[src/neoVideoPkg.sv]
`default_nettype none

package neoVideoPkg;

	// Line buffer geometry
	localparam int LB_DEPTH = 256;	// Entries per buffer, one per pixel column
	localparam logic [11:0] BACKDROP = 12'hFFF;	// Value left behind by the erase

	// Fix layer lines up with the sprite readout after this many stages
	localparam int FIX_DELAY = 2;

	// Watchdog timing in CLK_1MB cycles
	localparam logic [11:0] WD_TIMEOUT = 12'd3000;
	localparam logic [3:0] WD_PULSE = 4'd8;	// Reset pulse length

	// CPU decode
	localparam logic [1:0] PAL_BASE_HI = 2'b01;	// A23/A22 of palette space
	// {a23, a22, addrU, addrL} of the kick register, byte $300001
	localparam logic [18:0] WD_KICK_ADDR = {2'b00, 5'b11000, 12'h000};

	// One line buffer word
	typedef struct packed {
		logic [7:0] pal;	// Sprite palette number
		logic [3:0] color;	// Pixel color index
	} lbEntry_t;

	// PBUS word, decoded by the strobe that announces it
	typedef union packed {
		struct packed {
			logic [7:0] pal;	// PBUS[23:16]
			logic [7:0] x;	// PBUS[15:8]
			logic [7:0] unused;
		} spr;
		struct packed {
			logic [3:0] unused;
			logic [3:0] pal;	// PBUS[19:16]
			logic [15:0] unusedLo;
		} fix;
	} pbusWord_t;

	// Values held from PBUS
	typedef struct packed {
		logic [7:0] sprPal;	// Already aligned with the pixel pair
		logic [3:0] fixPal;
		logic [7:0] xLoad;	// Line buffer start column
	} palRegs_t;

	// CPU address and strobes seen by the chip
	typedef struct packed {
		logic a23;
		logic a22;
		logic [4:0] addrU;	// A21..A17
		logic [11:0] addrL;	// A12..A1
		logic nAs;
		logic nLds;
		logic rw;	// High for read
	} cpuBus_t;

endpackage

`default_nettype wire

[src/pixelMixer.sv]
`timescale 1ns/100ps
`default_nettype none

module pixelMixer (
	input wire CLK_1MB,
	input wire rst,
	input wire neoVideoPkg::palRegs_t regs,
	input wire [7:0] fixd,	// Two fix pixels
	input wire s1h1,
	input wire neoVideoPkg::lbEntry_t sprPix,
	input wire chbl,	// Forces PA to zero
	input wire neoVideoPkg::cpuBus_t cpu,
	output logic [11:0] pa	// Palette address bus
);

	// {s1h1, fixd}, the PA register is the last delay stage
	logic [8:0] fixPipe [neoVideoPkg::FIX_DELAY - 1];
	logic [8:0] fixLate;
	logic [3:0] fixColor;
	logic cpuPal;	// CPU owns the palette bus
	logic [11:0] videoPa;

	always_ff @(posedge CLK_1MB)
	begin
		fixPipe[0] <= {s1h1, fixd};
		for (int i = 1; i < neoVideoPkg::FIX_DELAY - 1; i++)
			fixPipe[i] <= fixPipe[i - 1];
	end

	assign fixLate = fixPipe[neoVideoPkg::FIX_DELAY - 2];
	assign fixColor = fixLate[8] ? fixLate[3:0] : fixLate[7:4];	// Low nibble on odd

	// Color 0 is transparent, sprite shows through
	assign videoPa = (fixColor != 4'd0) ? {4'h0, regs.fixPal, fixColor}
		: {sprPix.pal, sprPix.color};

	// $400000-$7FFFFF
	assign cpuPal = ({cpu.a23, cpu.a22} == neoVideoPkg::PAL_BASE_HI) & ~cpu.nAs;

	// CPU first, then blanking, then video
	always_ff @(posedge CLK_1MB)
	begin
		if (rst)
			pa <= 12'h000;
		else if (cpuPal)
			pa <= cpu.addrL;
		else if (chbl)
			pa <= 12'h000;
		else
			pa <= videoPa;
	end

endmodule

`default_nettype wire

[config.mk]
export PLATFORM = sky130hd
export DESIGN_NAME = pixelMixer
export DESIGN_NICKNAME = d
export VERILOG_FILES = /design/src/neoVideoPkg.sv /design/src/pixelMixer.sv
export SDC_FILE = /design/constraint.sdc
export NUM_CORES = 1
export LEC_CHECK = 0
export BUFFER_PORTS_ARGS = -buffer_cell sky130_fd_sc_hd__buf_2
export CAP_MARGIN = 20
export CORE_MARGIN = 8
export CORE_UTILIZATION = 36
export CTS_CLUSTER_DIAMETER = 40
export DETAILED_ROUTE_END_ITERATION = 16
export MAX_ROUTING_LAYER = met4
export PLACE_DENSITY = 0.82
export SLEW_MARGIN = 20
export SYNTH_ARGS = -nofsm -noshare
export SYNTH_HDL_FRONTEND = slang
export SYNTH_SLANG_ARGS = --single-unit
[constraint.sdc]
create_clock -name CLK_1MB -period 2.55 [get_ports CLK_1MB]
set_clock_uncertainty 0.05 [all_clocks]
set_input_delay 0.51 -clock CLK_1MB [delete_from_list [all_inputs] [get_ports CLK_1MB]]
set_output_delay 0.51 -clock CLK_1MB [all_outputs]
set_load 0.05 [all_outputs]
### Word level (Yosys, flattened, before mapping)

Memory sizes are Yosys's and may differ from the RTL's.
Cells that the tools add are included.

* input bits: 66
* register bits after elaboration: 12
* word-level logic and storage cells: 10
* memories kept: 1
* memory bits (writable): 9
* output and inout bits: 12

* reduce and logical (&&, ||, !) cells: 1
* multiplexer cells: 4
* equality and inequality tests: 1
* bitwise gates (word level): 2

Memories
* fixPipe: depth 1, width 9, read ports 1, clocked after memory_dff 0, write ports 1, RTL line pixelMixer.sv:17 `logic [8:0] fixPipe [neoVideoPkg::FIX_DELAY - 1];`

Operator list (number)
* $mux 12: 3
* $mux 4: 1
* $reduce_bool 4->1: 1
* $eq 2x1->1 const B: 1
* $and 1x1->1: 1
* $not 1->1: 1

### Longest topological paths before layout

* word-level depth: 5
* gate-level depth with buffers: 6
* gate-level depth less buffers: 4

### Worst setup path before layout

Ideal clock, no wire load.

* path kind: reg2reg
* start: memory fixPipe[0][8]
* end: register pa[6]
* cell stages (with the launch flop): 7
* library setup time: 0.118 ns
* data arrival time: 1.512 ns
* period minus slack after synthesis: 1.681 ns
* buffers on the path: 2
* data required time: 2.382 ns
* setup slack: 0.869 ns
* cell sequence: dfxtp_1 -> buf_6 -> or4_4 -> o22ai_4 -> buf_6 -> mux2i_1 -> o21ai_1

RTL lines
* start, declared: RTL line pixelMixer.sv:17
* end signal, assigned: RTL line pixelMixer.sv:46 `pa <= cpu.addrL;`
* end signal, assigned: RTL line pixelMixer.sv:50 `pa <= videoPa;`
* end, declared: RTL line pixelMixer.sv:13 `output logic [11:0] pa`

==> results_dict.tcl <==
set metrics [dict create \
    crit_slowest_cell "or4b_1" \
    min_path_type "in -> reg" \
    ir_drop_uv 391 \
    holdPathStages 1 \
    area_delta_synth_final_pct 40.6 \
    clock_path_buffers 2 \
    pin_count 78 \
    viasPerCell 4.69 \
    grt_max_degree 16 \
    avgSynthCellArea_um2 10.6 \
    postCtsHoldBufs 0 \
    cts_tree "done" \
    gr-total-overflow 0 \
    cpPeakStageDelay_ns 0.53 \
    hold_viol_final 0 \
    track_usage 0.112 \
    core_area_um2 1980 \
    grt_pass1_wl_mm 3.12 \
    fmax_ghz 0.524 \
    insertion_delay_ns 0.29 \
    syn-instance-count 72 \
    synth_edf_count 0 \
    io_buffers 54 \
    synth_top_area_frac 0.553 \
    htreeDepth 1 \
    critical_path_arrival_ns 2.06 \
    finalWeightedCongestion 0.722 \
    syn_area_um2 761 \
    rsz0062_at_grt "no" \
    ys_seq_area_frac 0.553 \
    worst_pin_slew_ns 0.557 \
    synth_top_cell_by_area "dfxtp_1" \
    dieHeight_um 62.0 \
    p_leak_nw 0.508 \
    path_max_fanout 12 \
    async_reset_ff_frac 0 \
    cp.buffers_inverters 0 \
    drt_iter0_markers 15 \
    vias 722 \
    cts-resized-gates 0 \
    ys_top_cells_by_count "21 x dfxtp_1, 8 x a21oi_1, 8 x mux2i_1, 5 x nor2_1" \
    status "complete, no violations" \
    clk_pin_slew_ns 0.11 \
    final_nets 194 \
    reg2reg_slack_ns 0.64 \
    relSlewSlack 0.627 \
    ys_types 18 \
    synth_top_flop_cell "dfxtp_1" \
    crit_type "reg -> reg" \
    avgRoutedWirePerCell_um 13.6 \
    gr-usage-met3 0.0412 \
    hp-start "fixd[1]" \
    hpwl_mm 1.73 \
    post-synth-top-count-cell "dfxtp_1" \
    die-area_um2 3840 \
    crit_family "simple AND/OR/NAND/NOR gates" \
    fin_crit_sh 0.749 \
    required_ns 2.70 \
    drive_gt1_frac 0.480 \
    post_cts_buffers 0 \
    min_to "fixPipe[0][1]$_DFF_P_" \
    r2r-end "pa[5]$_SDFF_PP0_" \
    startpoint_type "register" \
    root_buffer "clkbuf_4" \
    ant_nets 0 \
    syn_nets 138 \
    setup_viol 0 \
    holdWs_ns 0.255 \
    r2r_cells 4 \
    use_met2 0.196 \
    dr.pass1.iters 4 \
    antenna_found_initial 0 \
    power.total_mw 0.611 \
    cap_viol_max_count 0 \
    num_antenna_cells 0 \
    grt_pass1_vias 765 \
    fin_tns_setup_ns 0 \
    drc 0 \
    use_met1 0.113 \
    numCtsBuffers 3 \
    path_cells "or4b_1, o22ai_4, mux2i_1, o21ai_1" \
    rows 16 \
    start_util 0.384 \
    busiest_layer "met2" \
    r2r_start "fixPipe[0][8]$_DFF_P_" \
    chipWidth_um 62.0 \
    crit_path_end_kind "register" \
    drt_wl_total_mm 2.10 \
    cts.sinks 21 \
    yosys_warnings 0 \
    period_needed_ns 1.91 \
    ys_seq_elements 21 \
    yosys-top-cells-area "dfxtp_1 55%, mux2i_1 11%, a21oi_1 5.3%" \
    maxSlewViolCount 0 \
    p_per_area_nw_per_um2 571 \
]
power by group:
part	switching, mW	internal, mW
clock	0.0943	0.0584
combinational	0.0626	0.0437
sequential	0.00799	0.344
total	0.165	0.446
worst max path at each step:
stage / from / depth (start not counted) / slack (ns) / end
2_1_floorplan: fixPipe[0][8]$_DFF_P_ / 6 / 0.87 / pa[6]$_SDFF_PP0_
3_3_place_gp: fixPipe[0][8]$_DFF_P_ / 4 / 0.72 / pa[5]$_SDFF_PP0_
3_5_place_dp: fixPipe[0][8]$_DFF_P_ / 4 / 0.66 / pa[5]$_SDFF_PP0_
4_1_cts: fixPipe[0][8]$_DFF_P_ / 4 / 0.64 / pa[5]$_SDFF_PP0_
5_1_grt: fixPipe[0][8]$_DFF_P_ / 4 / 0.53 / pa[5]$_SDFF_PP0_
6_report: fixPipe[0][8]$_DFF_P_ / 4 / 0.64 / pa[5]$_SDFF_PP0_
state kept, by name, summed over array words and instances (netlist names):
signal and count:
pa 12, fixPipe 9
cell type report:
type | count | area, µm²
clock buffer | 3 | 22.5
clock inverter | 1 | 5.00
fill | 175 | 912
multi-input combinational | 47 | 310
sequential | 21 | 420
tap | 27 | 33.8
timing repair buffer | 55 | 278
cells in the final DEF, fill, tap and decap left out:
| cell type | instances |
|---|---|
| buf_4 | 1 |
| or4b_1 | 1 |
| a21oi_1 | 8 |
| clkbuf_4 | 3 |
| a32oi_1 | 4 |
| o21ai_1 | 4 |
| clkinv_2 | 1 |
| mux2i_1 | 8 |
| or4_4 | 1 |
| nor2b_1 | 1 |
| buf_2 | 54 |
| nor2_1 | 5 |
| or3_1 | 1 |
| nor3_1 | 4 |
| o22ai_4 | 1 |
| nand3_1 | 4 |
| nand2_1 | 4 |
| dfxtp_1 | 21 |
| nor3b_1 | 1 |
layer usage:
| layer | up-vias | share of wire |
|---|---|---|
| li1 | 371 | - |
| met1 | 313 | 0.39 |
| met2 | 36 | 0.50 |
| met3 | 2 | 0.11 |
| met4 | 0 | 0.0048 |
| met5 | - | 0 |
through the flow:
stage / util / setup slack, ns / instance area [µm²] / instances
finish: 0.540 / 0.640 / 1070 / 154
global route: 0.540 / 0.533 / 1070 / 154
CTS: 0.540 / 0.636 / 1070 / 154
detailed placement: 0.526 / 0.657 / 1040 / 150
global placement: 0.526 / 0.723 / 1040 / 150
floorplan: - / 0.869 / 761 / 72
cells by family (layout without fill, tap and decap cells):
group,count (synthesis),count (layout),share of synthesized area
simple gates,22,22,0.151
flops,21,21,0.553
compound gates,17,17,0.151
mux,8,8,0.105
buf+inv,4,59,0.0395
Power figures use the tool's default switching activity.
