**src/neoVideoPkg.sv**
```systemverilog
`default_nettype none

package neoVideoPkg;

	// Line buffer geometry
	localparam int LB_DEPTH = 256;	// Entries per buffer, one per pixel column
	localparam logic [11:0] BACKDROP = 12'hFFF;	// Value left behind by the erase

	// Fix layer lines up with the sprite readout after this many stages
	localparam int FIX_DELAY = 2;

	// Watchdog timing in CLK_1MB cycles
	localparam logic [11:0] WD_TIMEOUT = 12'd3000;
	localparam logic [3:0] WD_PULSE = 4'd8;	// Reset pulse length

	// CPU decode
	localparam logic [1:0] PAL_BASE_HI = 2'b01;	// A23/A22 of palette space
	// {a23, a22, addrU, addrL} of the kick register, byte $300001
	localparam logic [18:0] WD_KICK_ADDR = {2'b00, 5'b11000, 12'h000};

	// One line buffer word
	typedef struct packed {
		logic [7:0] pal;	// Sprite palette number
		logic [3:0] color;	// Pixel color index
	} lbEntry_t;

	// PBUS word, decoded by the strobe that announces it
	typedef union packed {
		struct packed {
			logic [7:0] pal;	// PBUS[23:16]
			logic [7:0] x;	// PBUS[15:8]
			logic [7:0] unused;
		} spr;
		struct packed {
			logic [3:0] unused;
			logic [3:0] pal;	// PBUS[19:16]
			logic [15:0] unusedLo;
		} fix;
	} pbusWord_t;

	// Values held from PBUS
	typedef struct packed {
		logic [7:0] sprPal;	// Already aligned with the pixel pair
		logic [3:0] fixPal;
		logic [7:0] xLoad;	// Line buffer start column
	} palRegs_t;

	// CPU address and strobes seen by the chip
	typedef struct packed {
		logic a23;
		logic a22;
		logic [4:0] addrU;	// A21..A17
		logic [11:0] addrL;	// A12..A1
		logic nAs;
		logic nLds;
		logic rw;	// High for read
	} cpuBus_t;

endpackage

`default_nettype wire

```
**src/paletteLatch.sv**
```systemverilog
`timescale 1ns/100ps
`default_nettype none

module paletteLatch (
	input wire CLK_1MB,
	input wire rst,
	input wire neoVideoPkg::pbusWord_t pbus,	// Shared parameter bus
	input wire pck1,	// Sprite word present
	input wire pck2,	// Fix word present
	output neoVideoPkg::palRegs_t regs
);

	logic lastSpr;	// Sprite word announced last
	logic [7:0] sprPalQ;	// First sprite palette stage
	logic [7:0] sprPalQQ;	// Lined up with gad/gbd
	logic [3:0] fixPalQ;
	logic [7:0] xLoadQ;

	// Word kind flag, sprite wins if both strobes come together
	always_ff @(posedge CLK_1MB)
	begin
		if (rst)
			lastSpr <= 1'b0;
		else if (pck1)
			lastSpr <= 1'b1;
		else if (pck2)
			lastSpr <= 1'b0;
	end

	// Fields picked out of the view that matches the strobe
	always_ff @(posedge CLK_1MB)
	begin
		if (pck1)
		begin
			sprPalQ <= pbus.spr.pal;
			xLoadQ <= pbus.spr.x;	// Start column for the next sprite
		end
		if (pck2)
			fixPalQ <= pbus.fix.pal;
		// Second stage only moves while the sprite word is current
		if (lastSpr)
			sprPalQQ <= sprPalQ;
	end

	assign regs.sprPal = sprPalQQ;
	assign regs.fixPal = fixPalQ;
	assign regs.xLoad = xLoadQ;

endmodule

`default_nettype wire

```
**config.mk**
```make
export PLATFORM = sky130hd
export DESIGN_NAME = paletteLatch
export DESIGN_NICKNAME = d
export VERILOG_FILES = /design/src/neoVideoPkg.sv /design/src/paletteLatch.sv
export SDC_FILE = /design/constraint.sdc
export NUM_CORES = 1
export LEC_CHECK = 0
export ABC_AREA = 1
export BUFFER_PORTS_ARGS = -buffer_cell sky130_fd_sc_hd__buf_2
export CORE_ASPECT_RATIO = 1.25
export CORE_MARGIN = 2
export CORE_UTILIZATION = 35
export CTS_BUF_LIST = sky130_fd_sc_hd__clkbuf_16
export DETAILED_ROUTE_END_ITERATION = 10
export GPL_TIMING_DRIVEN = 0
export PLACE_DENSITY_LB_ADDON = 0.12
export SETUP_SLACK_MARGIN = 0.05
export SKIP_CTS_REPAIR_TIMING = 1
export SYNTH_ARGS = -nofsm -noshare
export SYNTH_HDL_FRONTEND = slang
export SYNTH_SLANG_ARGS = --single-unit
```
**constraint.sdc**
```tcl
create_clock -name CLK_1MB -period 2.4 [get_ports CLK_1MB]
set_input_delay 0.6 -clock CLK_1MB [delete_from_list [all_inputs] [get_ports CLK_1MB]]
set_output_delay 0.6 -clock CLK_1MB [all_outputs]
set_load 0.02 [all_outputs]
```
; Yosys cells after proc, flatten, opt, wreduce, memory -nomap -nowiden
; Index checks and enable logic that the tools add are counted.
[word_totals]
reg_bits = 29
in_bits = 28
output_inout_bits = 20
wordCells = 8
[classes]
muxes = 2
reduce_logical = 1
[op_table]
columns = op, count
row1 = 1-bit two-way mux, 2
row2 = 2-bit nonzero test, 1

; Longest topological paths before layout
; Gate-level depths: netlist of run 1.
[depth]
word_depth = 2
depth_mapped = 3
mapped_depth_nobuf = 3

; Worst setup path before layout of run 1
; Ideal clock, no wire load.
[synth_path]
path_type = register -> output
start = register xLoadQ[0]
end = output port regs[0] in the netlist's numbering
arrival_time_ps = 449
required_time_ps = 1800
setup_slack_ps = 1351
stages_incl_launch_ff = 1
path_buffers = 0
path_cell_list = edfxtp_1
[synth_lines]
columns = item, line_no
row1 = start: declaration, paletteLatch.sv:17  ; logic [7:0] xLoadQ;
row2 = start signal: assignment, paletteLatch.sv:36  ; xLoadQ <= pbus.spr.x;
row3 = end: declaration, paletteLatch.sv:10  ; output neoVideoPkg::palRegs_t regs
; No word-level cell between the ends.

; Worst setup path after layout of run 1
[layout_path]
start = register fixPalQ[2]
end = output port regs[10] in the netlist's numbering
[layout_lines]
columns = item, line_no
row1 = start: declaration, paletteLatch.sv:16  ; logic [3:0] fixPalQ;
row2 = start signal: assignment, paletteLatch.sv:39  ; fixPalQ <= pbus.fix.pal;
; No word-level cell between the ends.

==> impl_metrics.ini, run 1 <==
[cts]
clkLatencyLatePin_ns = 0.27
path_clk_slew_ns = 0.04
cts_tree = built
clkSinkCount = 29
cts-htree-levels = 2
cts_root_buf = clkbuf_16
number_of_buffers_created_by_cts = 5
clock_path_buffers = 2

[cells_and_area]
utilization_pct = 52.2
layout.nets = 107
syn2layout_area_growth_pct = 42.3
antenna_cells_inserted = 0
fraction_of_layout_cells_with_a_size_suffix_above_1_pct = 56.3

[worst_setup_path]
endpoint_kind = output pin
cpPeakStageDelay_ns = 0.37
crit_start = fixPalQ[2]
worst_ep_required_time_ns = 1.80
critical_path_peak_fanout = 1
cp.arrival_ns = 0.80
crit_type = flip-flop to output pin
critPathLaunchType = flip-flop
critical-path-slowest-cell = edfxtp_1
crit_chain = buf_2
path_delay_family = flip-flops
regToRegStartpoint = lastSpr
critical_path_buffer_and_inverter_count = 1

[logic_synthesis]
ys_seq_area_share_pct = 97.7
synth_cells = 33
yosysUniqueCellTypes = 5
yosysWarnings = 0
syn_area_per_cell_um2 = 26.7
synth-seq-cells = 29
post_synth_instance_area_um2 = 881
synthesized_netlist_net_count = 61

[routing]
post_drt_wl_per_cell_um = 11.0
drcViolationCount = 0
drt-vias-per-instance = 4.04
drt_first_iter_violations = 6
detailroute.via_count = 457
drt_first_pass_iters = 3
count_of_antenna_violating_nets_left_after_detailed_routing = 0
routed_wirelength_mm = 1.25

[floorplan]
number_of_top_level_design_ports = 48
floorplan.die.height_um = 60.1
dieArea_mm2 = 0.00294
fp.dieW_um = 48.9
placementRows = 20
coreArea_mm2 = 0.00240
start_util_pct = 36.7

[global_route]
first_global_vias = 446
groute.usage.overall_pct = 9.86
number_of_antenna_violations_at_the_first_check_in_global_routing = 0
global_route.overflow_total = 0
grt_pass1_wl_mm = 1.91
grt_max_degree = 18

[timing]
rsz0062_at_grt = no
timing.final.max_slew_violations = 0
setup_total_negative_slack_ns = 0
tightestPinTransition_ns = 0.352
timing.fmax_mhz = 715
fin_skew_ns = 0.00496
hold_violations = 0
final-setup-viol-count = 0
max_slew_margin_pct = 76.5
fin_worst_hold_slack_ns = 0.412
final_cycle_utilization_of_the_critical_path_pct = 58.3
layout_min_cycle_time_ns = 1.40

[hold_path]
hold_class = flip-flop to flip-flop
worstHoldStart = sprPalQ[1]

[placed_design]
gpl.final_weighted_congestion = 0.661
numPortBuffers = 39

[power]
vdd_ir_drop_max_mv = 0.572
total_leakage_power_uw = 0.000521
powerDensity_mw_per_mm2 = 986

[flow_run]
cap_viol_max_count = 0

[status]
run_status = complete, no violations
[worst paths after layout]
path	endpoint	slack, ns	depth (start not counted)
setup / recovery	regs[10]	1.00	1
hold / removal	sprPalQQ[1]	0.41	0
setup reg to reg	sprPalQQ[2]	1.55	0
hold reg to reg	sprPalQQ[1]	0.41	0
[where the power goes]
part,switching [uW],total (uW),internal (uW)
registers,10.4,609,599
logic,49.2,76.2,27.0
clock network,182,551,369
total,241,1240,995
[per-stage QoR]
stage	worst slack, ns	instance area, um^2	std cells	total power, uW
final	1.00	1250	113	1240
after global routing	0.967	1250	113	1280
after CTS	0.980	1250	113	1250
after detailed placement	1.13	1120	105	696
after global placement	1.13	1120	105	695
after floorplan	1.35	881	33	652
[synth_stat cells]
cell type  instances  share of area (%)
inv_1              2               0.85
a21oi_2            1               0.99
nand2_1            1               0.43
edfxtp_1          28                 95
dfxtp_1            1                2.3
[logic make-up (layout without fill, tap and decap cells)]
group,Yosys count,count (layout),share of synthesized area (%)
DFF,29,29,97.7
buffers and inverters,2,49,0.853
AOI/OAI and AO/OA,1,1,0.994
and+or+nand+nor,1,1,0.426
[area by class of cell]
type                            instances  area, um^2
Clock buffer                            5         125
Multi-Input combinational cell          2        12.5
Fill cell                             224        1150
Clock inverter                          3        11.3
Timing Repair Buffer                   39         195
Inverter                                2        7.51
Sequential cell                        29         861
Tap cell                               33        41.3
[sequential cells by signal (all words and copies together) (netlist names)]
| register | flops |
|---|---|
| sprPalQQ | 8 |
| sprPalQ | 8 |
| xLoadQ | 8 |
| fixPalQ | 4 |
| lastSpr | 1 |
[metal layers]
layer  up-vias  wire, um  global-route usage [%]
met5         -         0                       0
met1       206       416                    7.93
met3         3       135                    8.25
met4         0        16                    6.12
met2        28       679                    16.2
li1        220         -                       -
[placed cells by master, fill, tap and decap left out]
master and count:
inv_1 4, clkinv_1 1, clkbuf_16 5, edfxtp_1 28
a21oi_2 1, nand2_1 1, buf_2 39, dfxtp_1 1
Power figures use the tool's default switching activity.
==> run 2: changes to the inputs <==
--- a/config.mk
+++ b/config.mk
@@ -5,7 +5,7 @@
 export SDC_FILE = /design/constraint.sdc
 export NUM_CORES = 1
 export LEC_CHECK = 0
-export ABC_AREA = 1
+export ABC_AREA = 0
 export BUFFER_PORTS_ARGS = -buffer_cell sky130_fd_sc_hd__buf_2
 export CORE_ASPECT_RATIO = 1.25
 export CORE_MARGIN = 2
==> constraint.sdc (replaced) <==
create_clock -name CLK_1MB -period 1.1 [get_ports CLK_1MB]
set_input_delay 0.275 -clock CLK_1MB [delete_from_list [all_inputs] [get_ports CLK_1MB]]
set_output_delay 0.275 -clock CLK_1MB [all_outputs]
set_load 0.02 [all_outputs]
==> impl_metrics.ini, run 2 <==
[cts]
cts-htree-levels = 2
clkSinkCount = 29
cts_root_buf = clkbuf_16
clock_path_buffers = 2
path_clk_slew_ns = 0.04
number_of_buffers_created_by_cts = 5
cts_tree = built
clkLatencyLatePin_ns = 0.27

[logic_synthesis]
yosysWarnings = 0
ys_top_cells_by_area = edfxtp_1 (96%), dfxtp_1 (2.3%), a21oi_2 (1.0%)
yosysUniqueCellTypes = 5
post_synth_instance_area_um2 = 880
syn_area_per_cell_um2 = 27.5
synthesized_netlist_net_count = 60
synth-async-reset-ratio_pct = 0
ys_seq_area_share_pct = 97.9
synth_largest_area_cell = edfxtp_1
synth_enable_flop_cells = 28
synth-seq-cells = 29
synth_most_common_cell = edfxtp_1
dominantRegCellSynth = edfxtp_1
yosys-top-cells-count = edfxtp_1 (28), a21oi_2 (1), dfxtp_1 (1), inv_1 (1), nand2b_1 (1)
synth_cells = 32
synth_top_area_share_pct = 95.6

[routing]
count_of_antenna_violating_nets_left_after_detailed_routing = 0
drt_first_pass_iters = 4
drcViolationCount = 0
detailroute.via_count = 459
routed_wirelength_mm = 1.28
post_drt_wl_per_cell_um = 11.5
drt-vias-per-instance = 4.10
drt_first_iter_violations = 7

[placed_design]
numPortBuffers = 39
place_worst_setup_slack_ns = 0.153
place.detailed.instances = 104
postPlaceCellArea_mm2 = 0.00112
gpl.final_weighted_congestion = 0.691

[floorplan]
dieArea_mm2 = 0.00293
number_of_top_level_design_ports = 48
placementRows = 20
coreArea_mm2 = 0.00240
fp.dieW_um = 48.8
floorplan.die.height_um = 60.1
start_util_pct = 36.6

[timing]
final-setup-viol-count = 0
hold_violations = 0
postLayoutSetupSlackWorst_ns = 0.000165
rsz0062_at_grt = yes
max_slew_margin_pct = 76.1
fin_skew_ns = 0.00272
tightestPinTransition_ns = 0.359
setup_total_negative_slack_ns = 0
timing.fmax_mhz = 909
layout_min_cycle_time_ns = 1.10
final_cycle_utilization_of_the_critical_path_pct = 100
timing.final.max_slew_violations = 0

[worst_setup_path]
endpoint_kind = output pin
timing.reg2reg.setup_slack_ns = 0.26
critical_path_buffer_and_inverter_count = 1
crit_type = flip-flop to output pin
cp.arrival_ns = 0.82
critPathLaunchType = flip-flop
regToRegStartpoint = lastSpr
cpPeakStageDelay_ns = 0.41
critical_path.reg2reg.endpoint = sprPalQQ[5]
path_delay_family = flip-flops
critical_path_peak_fanout = 1
critical-path-slowest-cell = edfxtp_1
crit_chain = buf_6
timing.reg2reg.worst_path_depth = 0
worst_ep_required_time_ns = 0.82

[cells_and_area]
fraction_of_layout_cells_with_a_size_suffix_above_1_pct = 58.2
final_area_mm2 = 0.00137
syn2layout_area_growth_pct = 55.3
layout.nets = 106
final_cell_mix = edfxtp_1 (28), buf_2 (21), buf_6 (18)
number_of_filler_instances_in_the_final_layout = 197
utilization_pct = 56.9
sequential_cell_area_um2 = 861
antenna_cells_inserted = 0
total_area_of_multi_input_combinational_cells_um2 = 15.0
leading_cell_type_in_the_layout_fill_and_taps_excluded = edfxtp_1
reg.largest.list = sprPalQQ: 8 flops, sprPalQ: 8 flops, xLoadQ: 8 flops
finish.cell_count_without_fillers = 112

[power]
power.share.clock_pct = 43.7
cellInternalPower_uw = 2230
part_of_the_total_power_dissipated_in_sequential_elements_pct = 48.4
total_leakage_power_uw = 0.000549
comb_power_share_pct = 7.9
vdd_ir_drop_max_mv = 1.30
powerDensity_mw_per_mm2 = 2030
total_switching_power_uw = 545
power.switching_fraction_pct = 19.6

[hold_path]
worstHoldStart = rst
hold-path-endpoint = lastSpr
hold_class = input port to flip-flop
holdPathStages = 2

[global_route]
groute.usage.overall_pct = 9.56
first_global_vias = 422
grt_max_degree = 18
number_of_antenna_violations_at_the_first_check_in_global_routing = 0
grt_pass1_wl_mm = 1.82
global_route.overflow_total = 0

[flow_run]
cap_viol_max_count = 0

[status]
run_status = complete, no violations
## run 2: cell types whose count changed after synthesis, sizes merged
cell	change
inv	-1
nand2b	+1
nand2	-1
## run 2: area by class of cell
cell class	instances	share of cell area, %
Sequential cell	29	63.0
Timing Repair Buffer	39	22.5
Clock buffer	5	9.16
Tap cell	33	3.02
Multi-Input combinational cell	2	1.10
Clock inverter	3	0.916
Inverter	1	0.275
## run 2: worst max path at each step
stage,startpoint,endpoint,slack [ns],cells past startpoint
after detailed placement,pck1,sprPalQ[1],0.15,1
after CTS,xLoadQ[1],regs[1],-0.03,1
after floorplan,lastSpr,sprPalQQ[0],0.31,0
after global placement,pck1,sprPalQ[0],0.16,1
final,xLoadQ[1],regs[1],0.0002,1
after global routing,xLoadQ[1],regs[1],-0.03,1
## run 2: per-layer routing
layer	up-vias	track usage [%]	part of all wire (%)
li1	216	-	-
met1	207	7.68	32
met2	32	15.9	54
met3	4	6.25	10
met4	0	8.57	3.1
met5	-	0	0
## run 2: power by group through the flow
stage / Sequential (uW) / Clock, uW / Combinational, uW
2_1_floorplan: 1420 / 0 / 4.11
3_3_place_gp: 1350 / 0 / 169
3_5_place_dp: 1350 / 0 / 169
4_1_cts: 1330 / 1250 / 170
5_1_grt: 1350 / 1300 / 229
6_report: 1340 / 1210 / 219
## run 2: stage by stage
stage	total power, uW	hold WS (ns)
after detailed placement	1520	0.405
after global placement	1520	0.403
after floorplan	1420	0.337
after global routing	2880	0.164
after CTS	2750	0.160
final	2770	0.167
## run 2: cell families (layout without fill, tap and decap cells)
kind of cell | Yosys count | after routing | synth area share [%]
AOI/OAI and AO/OA | 1 | 1 | 0.996
buffers and inverters | 1 | 48 | 0.426
DFF | 29 | 29 | 97.9
and+or+nand+nor | 1 | 1 | 0.712
