### config.mk
export PLATFORM = sky130hd
export DESIGN_NAME = watchdog
export DESIGN_NICKNAME = d
export VERILOG_FILES = /design/src/neoVideoPkg.sv /design/src/watchdog.sv
export SDC_FILE = /design/constraint.sdc
export NUM_CORES = 1
export LEC_CHECK = 0
export ABC_AREA = 0
export BUFFER_PORTS_ARGS = -buffer_cell sky130_fd_sc_hd__buf_2
export CORE_ASPECT_RATIO = 1.25
export CORE_MARGIN = 2
export CORE_UTILIZATION = 53
export DETAILED_ROUTE_END_ITERATION = 8
export PLACE_DENSITY = 0.81
export REMOVE_ABC_BUFFERS = 1
export SYNTH_ARGS = -nofsm -noshare
export SYNTH_HDL_FRONTEND = slang
export SYNTH_SLANG_ARGS = --single-unit
### constraint.sdc
create_clock -name CLK_1MB -period 3.18 [get_ports CLK_1MB]
set_input_delay 0.636 -clock CLK_1MB [delete_from_list [all_inputs] [get_ports CLK_1MB]]
set_output_delay 0.636 -clock CLK_1MB [all_outputs]
set_load 0.05 [all_outputs]
### src/neoVideoPkg.sv
`default_nettype none

package neoVideoPkg;

	// Line buffer geometry
	localparam int LB_DEPTH = 256;	// Entries per buffer, one per pixel column
	localparam logic [11:0] BACKDROP = 12'hFFF;	// Value left behind by the erase

	// Fix layer lines up with the sprite readout after this many stages
	localparam int FIX_DELAY = 2;

	// Watchdog timing in CLK_1MB cycles
	localparam logic [11:0] WD_TIMEOUT = 12'd3000;
	localparam logic [3:0] WD_PULSE = 4'd8;	// Reset pulse length

	// CPU decode
	localparam logic [1:0] PAL_BASE_HI = 2'b01;	// A23/A22 of palette space
	// {a23, a22, addrU, addrL} of the kick register, byte $300001
	localparam logic [18:0] WD_KICK_ADDR = {2'b00, 5'b11000, 12'h000};

	// One line buffer word
	typedef struct packed {
		logic [7:0] pal;	// Sprite palette number
		logic [3:0] color;	// Pixel color index
	} lbEntry_t;

	// PBUS word, decoded by the strobe that announces it
	typedef union packed {
		struct packed {
			logic [7:0] pal;	// PBUS[23:16]
			logic [7:0] x;	// PBUS[15:8]
			logic [7:0] unused;
		} spr;
		struct packed {
			logic [3:0] unused;
			logic [3:0] pal;	// PBUS[19:16]
			logic [15:0] unusedLo;
		} fix;
	} pbusWord_t;

	// Values held from PBUS
	typedef struct packed {
		logic [7:0] sprPal;	// Already aligned with the pixel pair
		logic [3:0] fixPal;
		logic [7:0] xLoad;	// Line buffer start column
	} palRegs_t;

	// CPU address and strobes seen by the chip
	typedef struct packed {
		logic a23;
		logic a22;
		logic [4:0] addrU;	// A21..A17
		logic [11:0] addrL;	// A12..A1
		logic nAs;
		logic nLds;
		logic rw;	// High for read
	} cpuBus_t;

endpackage

`default_nettype wire

### src/watchdog.sv
`timescale 1ns/100ps
`default_nettype none

module watchdog (
	input wire CLK_1MB,
	input wire rst,
	input wire neoVideoPkg::cpuBus_t cpu,
	output logic nReset	// To the CPU and system
);

	logic [$bits(neoVideoPkg::WD_TIMEOUT)-1:0] wdCnt;	// Cycles since last kick
	logic [$bits(neoVideoPkg::WD_PULSE)-1:0] pulseCnt;	// Remaining reset cycles
	logic kick;

	// Byte write to the kick register
	assign kick = ~cpu.rw & ~cpu.nLds & ~cpu.nAs
		& ({cpu.a23, cpu.a22, cpu.addrU, cpu.addrL} == neoVideoPkg::WD_KICK_ADDR);

	always_ff @(posedge CLK_1MB)
	begin
		if (rst)
		begin
			wdCnt <= '0;
			pulseCnt <= '0;
			nReset <= 1'b1;
		end
		else if (pulseCnt != '0)
		begin
			pulseCnt <= pulseCnt - 1'b1;	// Kicks ignored during the pulse
			if (pulseCnt == 1)
				nReset <= 1'b1;
		end
		else if (kick)
			wdCnt <= '0;
		else if (wdCnt == neoVideoPkg::WD_TIMEOUT - 1)
		begin
			wdCnt <= '0;	// Count restarts behind the pulse
			pulseCnt <= neoVideoPkg::WD_PULSE;
			nReset <= 1'b0;
		end
		else
			wdCnt <= wdCnt + 1'b1;
	end

endmodule

`default_nettype wire
# --- Word-level counts from Yosys, hierarchy flattened ---
# Index checks and enable logic that the tools add are counted.
word_totals:
  in_bits: 24
  wordCells: 29
  regBits: 17
op_classes:
  bitwise_logic: 6
  eq_ne: 5
  n_addsub: 2
  reduce_logical: 4
  muxes: 9
ops:
  columns: ["op", "n"]
  rows:
  - ["$mux W12", 2]
  - ["$eq A19 B17 Y1 const B", 1]
  - ["$add A12 B1 Y12 const B", 1]
  - ["$eq A12 B12 Y1 const B", 1]
  - ["$mux W4", 3]
  - ["$eq A4 B1 Y1 const B", 1]
  - ["$mux W1", 4]
  - ["$ne A2 B1 Y1 const B", 2]
  - ["$reduce_bool A4 Y1", 1]
  - ["$sub A4 B1 Y4 const B", 1]
  - ["$and A1 B1 Y1", 3]
  - ["$not A1 Y1", 3]
  - ["$reduce_and A3 Y1", 1]
  - ["$reduce_and A2 Y1", 1]
  - ["$reduce_bool A2 Y1", 1]

# --- Logic depth before layout (Yosys ltp) ---
# Gate-level depths: netlist of run 1.
depth:
  ltp_word: 6
  depth_mapped: 6

# --- Least setup slack after synthesis of run 1 ---
# OpenSTA, ideal clock, no wires.
synth_timing:
  path_type: "input to register"
  startpoint: "input cpu[8] in the netlist's numbering"
  endpoint: "register wdCnt[6] in the netlist's numbering"
  setup_time_ns: 0.131
  cell_stages: 5
  setup_slack_ns: 1.319
  required_time_ns: 3.049
  path_buffers: 0
  t_arrival_ns: 1.730
  cell_sequence: "or4_1 -> nor3_2 -> a21oi_2 -> nand2_2 -> o311ai_1"
synth_between:
  elab_chain_len: 3
synth_lines:
  columns: ["element", "line", "text"]
  rows:
  - ["start: declaration", "watchdog.sv:7", "input wire neoVideoPkg::cpuBus_t cpu,"]
  - ["$eq A19 B17 Y1", "watchdog.sv:17", "& ({cpu.a23, cpu.a22, cpu.addrU, cpu.addrL} == neoVideoPkg::WD_KICK_ADDR);"]
  - ["$and A1 B1 Y1", "watchdog.sv:17", null]
  - ["$mux W12", "watchdog.sv:33", "else if (kick)"]
  - ["end signal: assignment", "watchdog.sv:42", "wdCnt <= wdCnt + 1'b1;"]
  - ["end: declaration", "watchdog.sv:11", "logic [$bits(neoVideoPkg::WD_TIMEOUT)-1:0] wdCnt;"]
# Every way passes these cells.
# A chain may end at the register's enable or synchronous reset.

# --- Worst setup path after layout of run 1 ---
layout_timing:
  startpoint: "register wdCnt[0] in the netlist's numbering"
  endpoint: "register wdCnt[6] in the netlist's numbering"
layout_between:
  elab_chain_len: 3
layout_lines:
  columns: ["element", "line", "text"]
  rows:
  - ["$add A12 B1 Y12 / $eq A12 B12 Y1 (equally long branches)", "watchdog.sv:42, watchdog.sv:35", null]
  - ["$mux W12 *", "watchdog.sv:35", "else if (wdCnt == neoVideoPkg::WD_TIMEOUT - 1)"]
  - ["$mux W12 *", "watchdog.sv:33", null]
# Every way passes the cells marked *; elsewhere a longest branch is shown, timed or not.

==> run_results.csv, run 1 <==
group,metric,value,unit
logic_synthesis,synth_async_sr_flop_share,0,%
outcome,status,"complete, no violations",
setup_path,end_kind,"flip-flop",
grt,antenna_found_initial,0,
pwr,ir_worst_vdd,0.3994,mV
clock_tree,cts_made_buffers,3,
detailed_routing,firstDrtPassIters,4,
setup_path,critPathTopFamily,"compound AO/OA/AOI/OAI gates",
timing,fin_hold_ws,0.4884,ns
grt,grt_pass1_vias,738,
timing,maxSlewHeadroom,59.44,%
setup_path,worst-setup-path-type,"flip-flop to flip-flop",
timing,tightest_slew,0.6061,ns
detailed_routing,viasPerCell,5.831,
place,dp_hpwl,1400,um
logic_synthesis,yosysWarnings,0,
pwr,leakagePower,0.3690,nW
grt,groute.usage.overall,21.11,%
detailed_routing,num_vias,863,
detailed_routing,drt_iter0_drc,20,
die,num_io_pins,25,
setup_path,slowest_stage,"dfxtp_1",
logic_synthesis,synth_ff_type,"dfxtp_1",
timing,fin_crit_sh,57.24,%
setup_path,required,3.39,ns
logic_synthesis,synth_area_leaders,"dfxtp_1 40%, nand2_1 6.1%, nand3_1 5.8%, xnor2_1 4.1%, a21oi_1 3.5%",
grt,grt_pass1_wl,2994,um
logic_synthesis,synth_commonest_cells,"17 x dfxtp_1, 14 x nand2_1, 10 x nand3_1",
detailed_routing,wl_per_cell,12.47,um
die,die_area,1965,um^2
setup_path,cp-startpoint,"wdCnt[0]",
grt,grt.overflow.total,0,
timing,clock_skew,0.001903,ns
clock_tree,cts.sinks,17,
detailed_routing,drt-total-wl,1845,um
min_path,min_from,"nReset",
clock_tree,ctsRootBufferMaster,"clkbuf_4",
setup_path,critPathMaxStageDelay,0.37,ns
finish,design_area,1031,um^2
setup_path,path_max_fanout,10,
setup_path,crit_chain,"ha_1 > nand4_1 > o31ai_4 > a21oi_2 > nand2_2 > o311ai_1",
grt,grt_max_degree,11,
finish,fin_nets,156,
die,row_count,16,
clock_tree,cts.clk_slew.worst_paths,0.10,ns
logic_synthesis,ys_seq_area_share,39.53,%
clock_tree,cts-hold-fix-buffers,0,
logic_synthesis,synth_seq_cells,17,
logic_synthesis,synth_cell_types,30,
finish,antenna_cells,0,
finish,drive_gt1_share,26.92,%
clock_tree,clock_path_buffers,2,
pwr,power.total,0.5911,mW
clock_tree,clock_latency,0.30,ns
logic_synthesis,syn_area_per_cell,8.439,um^2
timing,hold_viol,0,
finish,area_growth,19.77,%
die,fp.dieW,40.05,um
job,cap_violations,0,
place,dpl.cell_count,144,
die,core_area,1541,um^2
timing,fmax,549.4,MHz
setup_path,path_buf_inv,0,
logic_synthesis,synth.top_cell.area_share,39.53,%
detailed_routing,antenna_left,0,
clock_tree,post-cts-setup-buffers,0,
pwr,power_density,573.4,nW/um^2
timing,min_period,1.820,ns
die,start_util,55.84,%
logic_synthesis,synth_cells,102,
place,io_buffer_count,24,
place,placed_area,1003,um^2
logic_synthesis,synth_edf_count,0,
logic_synthesis,syn_area,860.8,um^2
timing,slew_violations,0,
logic_synthesis,yosys.area.top_type,"dfxtp_1",
timing,setup_viol,0,
clock_tree,cts_resized,0,
timing,fin_setup_tns,0,ns
detailed_routing,drcViolationCount,0,
setup_path,critPathLaunchType,"flip-flop",
setup_path,cp.arrival,2.03,ns
finish,final_cell_count_no_fill,148,
die,die_h,49.06,um
logic_synthesis,synth_most_common_cell,"dfxtp_1",
place,place_congestion,0.8140,
min_path,hold_path.class,"flip-flop to flip-flop",
timing,rsz0062_at_grt,"false",
clock_tree,htree_levels,1,
clock_tree,cts_tree,"yes",
setup_path,r2r_start,"wdCnt[0]",
per-stage QoR:
stage          worst slack (ns)  utilization (%)
3_5_place_dp              1.096            65.10
2_1_floorplan             1.319                -
4_1_cts                   1.356            66.88
3_3_place_gp              1.138            65.10
5_1_grt                   1.234            66.88
6_report                  1.360            66.88
area by class of cell:
type	count	area (um^2)
Clock buffer	3	22.52
Clock inverter	1	5.005
Fill cell	130	510.5
Inverter	4	15.01
Multi-Input combinational cell	81	505.5
Sequential cell	17	340.3
Tap cell	18	22.52
Timing Repair Buffer	24	120.1
worst paths after layout:
check,slack [ns],endpoint,cells after the start
setup reg to reg,1.36,wdCnt[6],6
hold reg to reg,0.49,nReset,1
hold / removal,0.49,nReset,1
setup / recovery,1.36,wdCnt[6],6
logic make-up after synthesis:
group                    synth area share [%]
AND/OR/NAND/NOR                         33.72
flip-flops                              39.54
adder cells (fa/ha/maj)                 1.453
XOR/XNOR                                4.069
buffers and inverters                   1.744
AO/OA/AOI/OAI                           19.48
power by group:
group,switching [mW],internal [mW]
clock,0.0735,0.0469
sequential,0.0373,0.242
combinational,0.117,0.0748
total,0.227,0.364
metal layers:
layer	routed length, um	share of wire, %	global-route usage, %
met2	873	47	35.75
met5	0	0	0
met4	25	1.4	6.897
met3	79	4.3	2.740
met1	867	47	25.87
sequential cells by signal (all words and copies together), names as in the netlist:
register and count:
wdCnt 12, pulseCnt 4, nReset 1
cell usage in the layout, fill, tap and decap left out, types with 3 or more instances in the layout:
cell type	synthesis	routed
o21ai_0	6	6
nand2_1	14	14
inv_1	4	4
a21oi_1	6	6
nor4_1	3	3
nand4_1	3	3
buf_2	0	24
o22ai_1	3	3
clkbuf_4	0	3
o311ai_1	3	3
dfxtp_1	17	17
nand3_1	10	10
xnor2_1	4	4
nor2_1	7	7
Note: power is estimated with default switching activity, not from simulation.
==> inputs of run 2 (changes only) <==
- CORE_UTILIZATION: 53 -> 49
- PLACE_DENSITY: 0.81 -> 0.76
- clock period: 3.18 -> 1.8 ns (I/O delays scaled with it)
==> run 2 against run 1 <==
  * First-iteration DRC count down 50%
  * Final cell count rose by 2.7%
  * Register-to-register slack worse by 1.2 ns
  * Core utilization down 0.24 points
  * Routed wire length fell by 2.3%
  * Clock power grew 71%
  * Design area increased by 3.5%
  * Non-clock buffer count increased by 4
  * Critical path depth fell by 1
  * Die area is 7.4% higher
  * Clock-buffer cell count rose by 1
  * Highest routed layer is now met3
==> run_results.csv, run 2 (synthesis gave the netlist of run 1 again) <==
group,metric,value,unit
detailed_routing,drcViolationCount,0,
grt,grt_max_degree,11,
min_path,hold_path.class,"input port to flip-flop",
place,placed_area,1033,um^2
finish,final_cell_count_no_fill,152,
timing,rsz0062_at_grt,"false",
grt,grt-busiest-layer,"met2",
place,place_ws,-0.03091,ns
setup_path,critPathTopFamily,"simple AND/OR/NAND/NOR gates",
grt,met1_usage,21.65,%
setup_path,r2r_start,"wdCnt[3]",
timing,hold_viol,0,
place,dp_hpwl,1420,um
detailed_routing,firstDrtPassIters,5,
die,core_area,1602,um^2
die,num_io_pins,25,
finish,largest_register,"wdCnt",
grt,grt_use_met3,6.007,%
setup_path,critPathLaunchType,"flip-flop",
clock_tree,clock_path_buffers,2,
clock_tree,htree_levels,1,
timing,fin_hold_ws,0.2950,ns
job,cap_violations,0,
clock_tree,cts_tree,"yes",
clock_tree,cts.sinks,17,
finish,antenna_cells,0,
setup_path,required,1.97,ns
timing,maxSlewHeadroom,58.01,%
detailed_routing,num_vias,844,
grt,use_met2,32.29,%
grt,grt_pass1_wl,3077,um
setup_path,crit_chain,"or4b_4 > o31ai_4 > a21oi_4 > nand2_2 > o311ai_1",
clock_tree,cts-hold-fix-buffers,0,
clock_tree,post-cts-setup-buffers,0,
clock_tree,clock_latency,0.29,ns
setup_path,critPathMaxStageDelay,0.52,ns
timing,min_period,1.684,ns
outcome,status,"complete, no violations",
die,die_area,2110,um^2
finish,fin_nets,160,
detailed_routing,antenna_left,0,
place,dpl.cell_count,148,
setup_path,end_kind,"flip-flop",
finish,largest_reg_flops,12,
die,start_util,53.75,%
setup_path,worst-setup-path-type,"flip-flop to flip-flop",
setup_path,cp.arrival,1.85,ns
setup_path,slowest_stage,"or4b_4",
setup_path,path_max_fanout,10,
timing,fmax,593.7,MHz
timing,setup_viol,0,
finish,area_growth,23.98,%
grt,grt.overflow.total,0,
timing,tightest_slew,0.6275,ns
finish,design_area,1067,um^2
timing,fin_crit_sh,93.58,%
die,fp.dieW,41.49,um
detailed_routing,viasPerCell,5.553,
place,place_congestion,0.8464,
finish,final_common_cell,"buf_2",
place,io_buffer_count,24,
detailed_routing,drt_iter0_drc,10,
setup_path,cp-startpoint,"wdCnt[3]",
finish,final_cell_mix,"24 x buf_2, 17 x dfxtp_1, 14 x nand2_1, 10 x nand3_1, 7 x nor2_1",
pwr,ir_worst_vdd,0.6418,mV
grt,grt_pass1_vias,783,
finish,drive_gt1_share,28.36,%
finish,multi_input_area,513.0,um^2
die,row_count,16,
finish,final_core_util,66.64,%
finish,fillCellCount,136,
die,die_h,50.86,um
detailed_routing,drt-total-wl,1802,um
pwr,power_density,1015,nW/um^2
timing,layout_setup_ws,0.1156,ns
timing,slew_violations,0,
clock_tree,cts.clk_slew.worst_paths,0.10,ns
min_path,min_from,"rst",
pwr,leakagePower,0.3880,nW
detailed_routing,wl_per_cell,11.86,um
grt,antenna_found_initial,0,
grt,groute.usage.overall,18.34,%
clock_tree,cts_made_buffers,3,
finish,top_regs,"wdCnt x12, pulseCnt x4, nReset x1",
setup_path,path_buf_inv,0,
timing,clock_skew,0.001258,ns
finish,seqCellArea,340.3,um^2
clock_tree,ctsRootBufferMaster,"clkbuf_4",
run 2: cell types whose count changed in the layout (fill, tap and decap cells not counted):
cell,change
a21oi_2,-1
a21oi_4,+1
buf_4,+4
clkbuf_1,+1
clkinv_2,-1
run 2: final cells by class:
class                   instances  share of cell area, %
multi-input cells              81                  48.07
flip-flops and latches         17                  31.89
repair buffers                 28                  14.07
clock buffers                   4                  2.462
well taps                      18                  2.110
inverters                       4                  1.407
run 2: metrics by stage:
| stage | power (mW) | setup TNS (ns) |
|---|---|---|
| 2_1_floorplan | 0.7372 | 0 |
| 3_3_place_gp | 0.8812 | 0 |
| 3_5_place_dp | 0.8873 | -0.08157 |
| 4_1_cts | 1.088 | 0 |
| 5_1_grt | 1.167 | 0 |
| 6_report | 1.083 | 0 |
run 2: repair_timing:
item	in CTS	in global routing
gates resized for setup	0	1
hold endpoints to repair	0	0
setup endpoints to repair	0	3
run 2: report_power, final:
group | internal [mW] | total [mW] | switching, mW | leakage, nW
logic | 0.175 | 0.396 | 0.220 | 0.235
registers | 0.428 | 0.483 | 0.0555 | 0.138
clock network | 0.0861 | 0.205 | 0.119 | 0.0150
run 2: per-layer routing:
metal  share of wire (%)  vias to the layer above
met5                   0                        -
met4                   0                        0
met3                 4.8                        0
met2                  50                       16
met1                  45                      379
li1                    -                      449
run 2: worst reg2reg max path, stage by stage, from the launching register on:
cell and delay [ns]:
dfxtp_1 0.37, or4b_4 0.52, o31ai_4 0.25, a21oi_4 0.09
nand2_2 0.20, o311ai_1 0.13
run 2: final timing paths:
check,to,slack [ns],depth (start not counted)
max,wdCnt[6],0.12,5
min,pulseCnt[3],0.30,2
max reg2reg,wdCnt[6],0.12,5
min reg2reg,nReset,0.49,1
==> inputs of run 3 (changes only) <==
- PLACE_DENSITY: 0.76 -> 0.84
==> run 3 against run 2 <==
  * Final cell count up 0.66%
  * Global-route usage up 0.99 points
  * Non-clock buffer count up 1
  * Combinational power up 4%
  * Clock power about the same
==> run_results.csv, run 3 (synthesis gave the netlist of run 1 again) <==
group,metric,value,unit
timing,fin_crit_sh,93.28,%
finish,final_cell_count_no_fill,153,
grt,grt_pass1_vias,794,
finish,final_core_util,67.11,%
setup_path,cp.arrival,1.85,ns
finish,area_growth,24.85,%
detailed_routing,viasPerCell,5.719,
setup_path,worstRegToRegCells,5,
place,dpl.cell_count,149,
finish,fin_nets,161,
finish,largest_register,"wdCnt",
place,io_buffer_count,24,
timing,min_period,1.679,ns
timing,tightest_slew,0.6320,ns
place,dp_hpwl,1483,um
min_path,min_to,"wdCnt[0]",
timing,clock_skew,0.004705,ns
grt,antenna_found_initial,0,
setup_path,end_kind,"flip-flop",
detailed_routing,firstDrtPassIters,4,
grt,grt.overflow.total,0,
clock_tree,cts-hold-fix-buffers,0,
timing,hold_viol,0,
setup_path,r2r_start,"wdCnt[6]",
clock_tree,cts_made_buffers,3,
setup_path,critPathMaxStageDelay,0.57,ns
pwr,leakagePower,0.3935,nW
setup_path,crit_chain,"or4b_4 > o31ai_4 > a21oi_4 > nand2_2 > o311ai_1",
min_path,holdPathStages,2,
finish,final_cell_mix,"24 x buf_2, 17 x dfxtp_1, 14 x nand2_1, 10 x nand3_1, 7 x nor2_1",
setup_path,cp.depth,5,
outcome,status,"complete, no violations",
setup_path,required,1.97,ns
die,row_count,16,
clock_tree,ctsRootBufferMaster,"clkbuf_4",
finish,design_area,1075,um^2
setup_path,path_max_fanout,10,
pwr,power.total,1.103,mW
setup_path,worstReg2RegEnd,"wdCnt[7]",
place,place_ws,-0.02004,ns
die,fp.dieW,41.49,um
min_path,min_from,"rst",
detailed_routing,wl_per_cell,12.63,um
die,die_area,2110,um^2
detailed_routing,drcViolationCount,0,
finish,top_regs,"wdCnt x12, pulseCnt x4, nReset x1",
min_path,hold_path.class,"input port to flip-flop",
place,place_congestion,0.8685,
timing,fin_hold_ws,0.2806,ns
clock_tree,clock_latency,0.30,ns
die,start_util,53.75,%
detailed_routing,num_vias,875,
finish,final_common_cell,"buf_2",
timing,fin_setup_tns,0,ns
clock_tree,htree_levels,1,
job,cap_violations,0,
clock_tree,cts.sinks,17,
timing,fmax,595.6,MHz
timing,slew_violations,0,
pwr,ir_worst_vdd,0.4631,mV
timing,rsz0062_at_grt,"false",
setup_path,path_buf_inv,0,
finish,drive_gt1_share,28.89,%
die,die_h,50.86,um
setup_path,ff2ff_setup_slack,0.12,ns
grt,groute.usage.overall,19.33,%
timing,layout_setup_ws,0.1210,ns
die,core_area,1602,um^2
timing,setup_viol,0,
detailed_routing,drt_iter0_drc,32,
finish,antenna_cells,0,
grt,grt_pass1_wl,3201,um
clock_tree,cts.clk_slew.worst_paths,0.09,ns
clock_tree,post-cts-setup-buffers,0,
detailed_routing,antenna_left,0,
clock_tree,cts_tree,"yes",
pwr,power_density,1027,nW/um^2
detailed_routing,drt-total-wl,1933,um
clock_tree,clock_path_buffers,2,
die,num_io_pins,25,
place,placed_area,1041,um^2
timing,maxSlewHeadroom,57.71,%
setup_path,worst-setup-path-type,"flip-flop to flip-flop",
setup_path,slowest_stage,"or4b_4",
finish,largest_reg_flops,12,
setup_path,critPathTopFamily,"simple AND/OR/NAND/NOR gates",
setup_path,critPathLaunchType,"flip-flop",
grt,grt_max_degree,11,
-- run 3: cell types whose count changed in the layout (fill, tap and decap cells not counted), sizes merged --
| cell | delta |
|---|---|
| buf | +1 |
-- run 3: worst max path at each step --
stage                        start  endpoint  slack (ns)
after global routing      wdCnt[6]  wdCnt[7]        0.04
final                     wdCnt[6]  wdCnt[7]        0.12
after global placement      cpu[8]  wdCnt[6]        0.04
after floorplan           wdCnt[6]    nReset        0.21
after CTS                 wdCnt[1]  wdCnt[7]         0.1
after detailed placement    cpu[8]  wdCnt[7]       -0.02
-- run 3: report_power, final --
group	switching [mW]	internal, mW
clock	0.119	0.0865
sequential	0.0588	0.428
combinational	0.234	0.177
-- run 3: worst reg2reg max path, stage by stage (launching register included) --
cell and delay, ns:
dfxtp_1 0.32, or4b_4 0.57, o31ai_4 0.25, a21oi_4 0.09
nand2_2 0.20, o311ai_1 0.13
-- run 3: cell type report --
class / count / area (um^2)
Tap cell: 18 / 22.52
Timing Repair Buffer: 29 / 157.7
Fill cell: 152 / 526.8
Multi-Input combinational cell: 81 / 513.0
Sequential cell: 17 / 340.3
Clock buffer: 4 / 26.28
Inverter: 4 / 15.01
-- run 3: metal layers --
metal	up-vias	track usage, %	part of all wire, %
met4	0	10.75	2.3
met2	18	34.64	51
li1	453	-	-
met1	397	21.46	43
met5	-	0	0
met3	7	3.180	2.7
-- run 3: repair_timing --
action                                  CTS  global route
gates resized for setup                   0             1
endpoints found under the setup margin    0             3
endpoints found under the hold margin     0             0
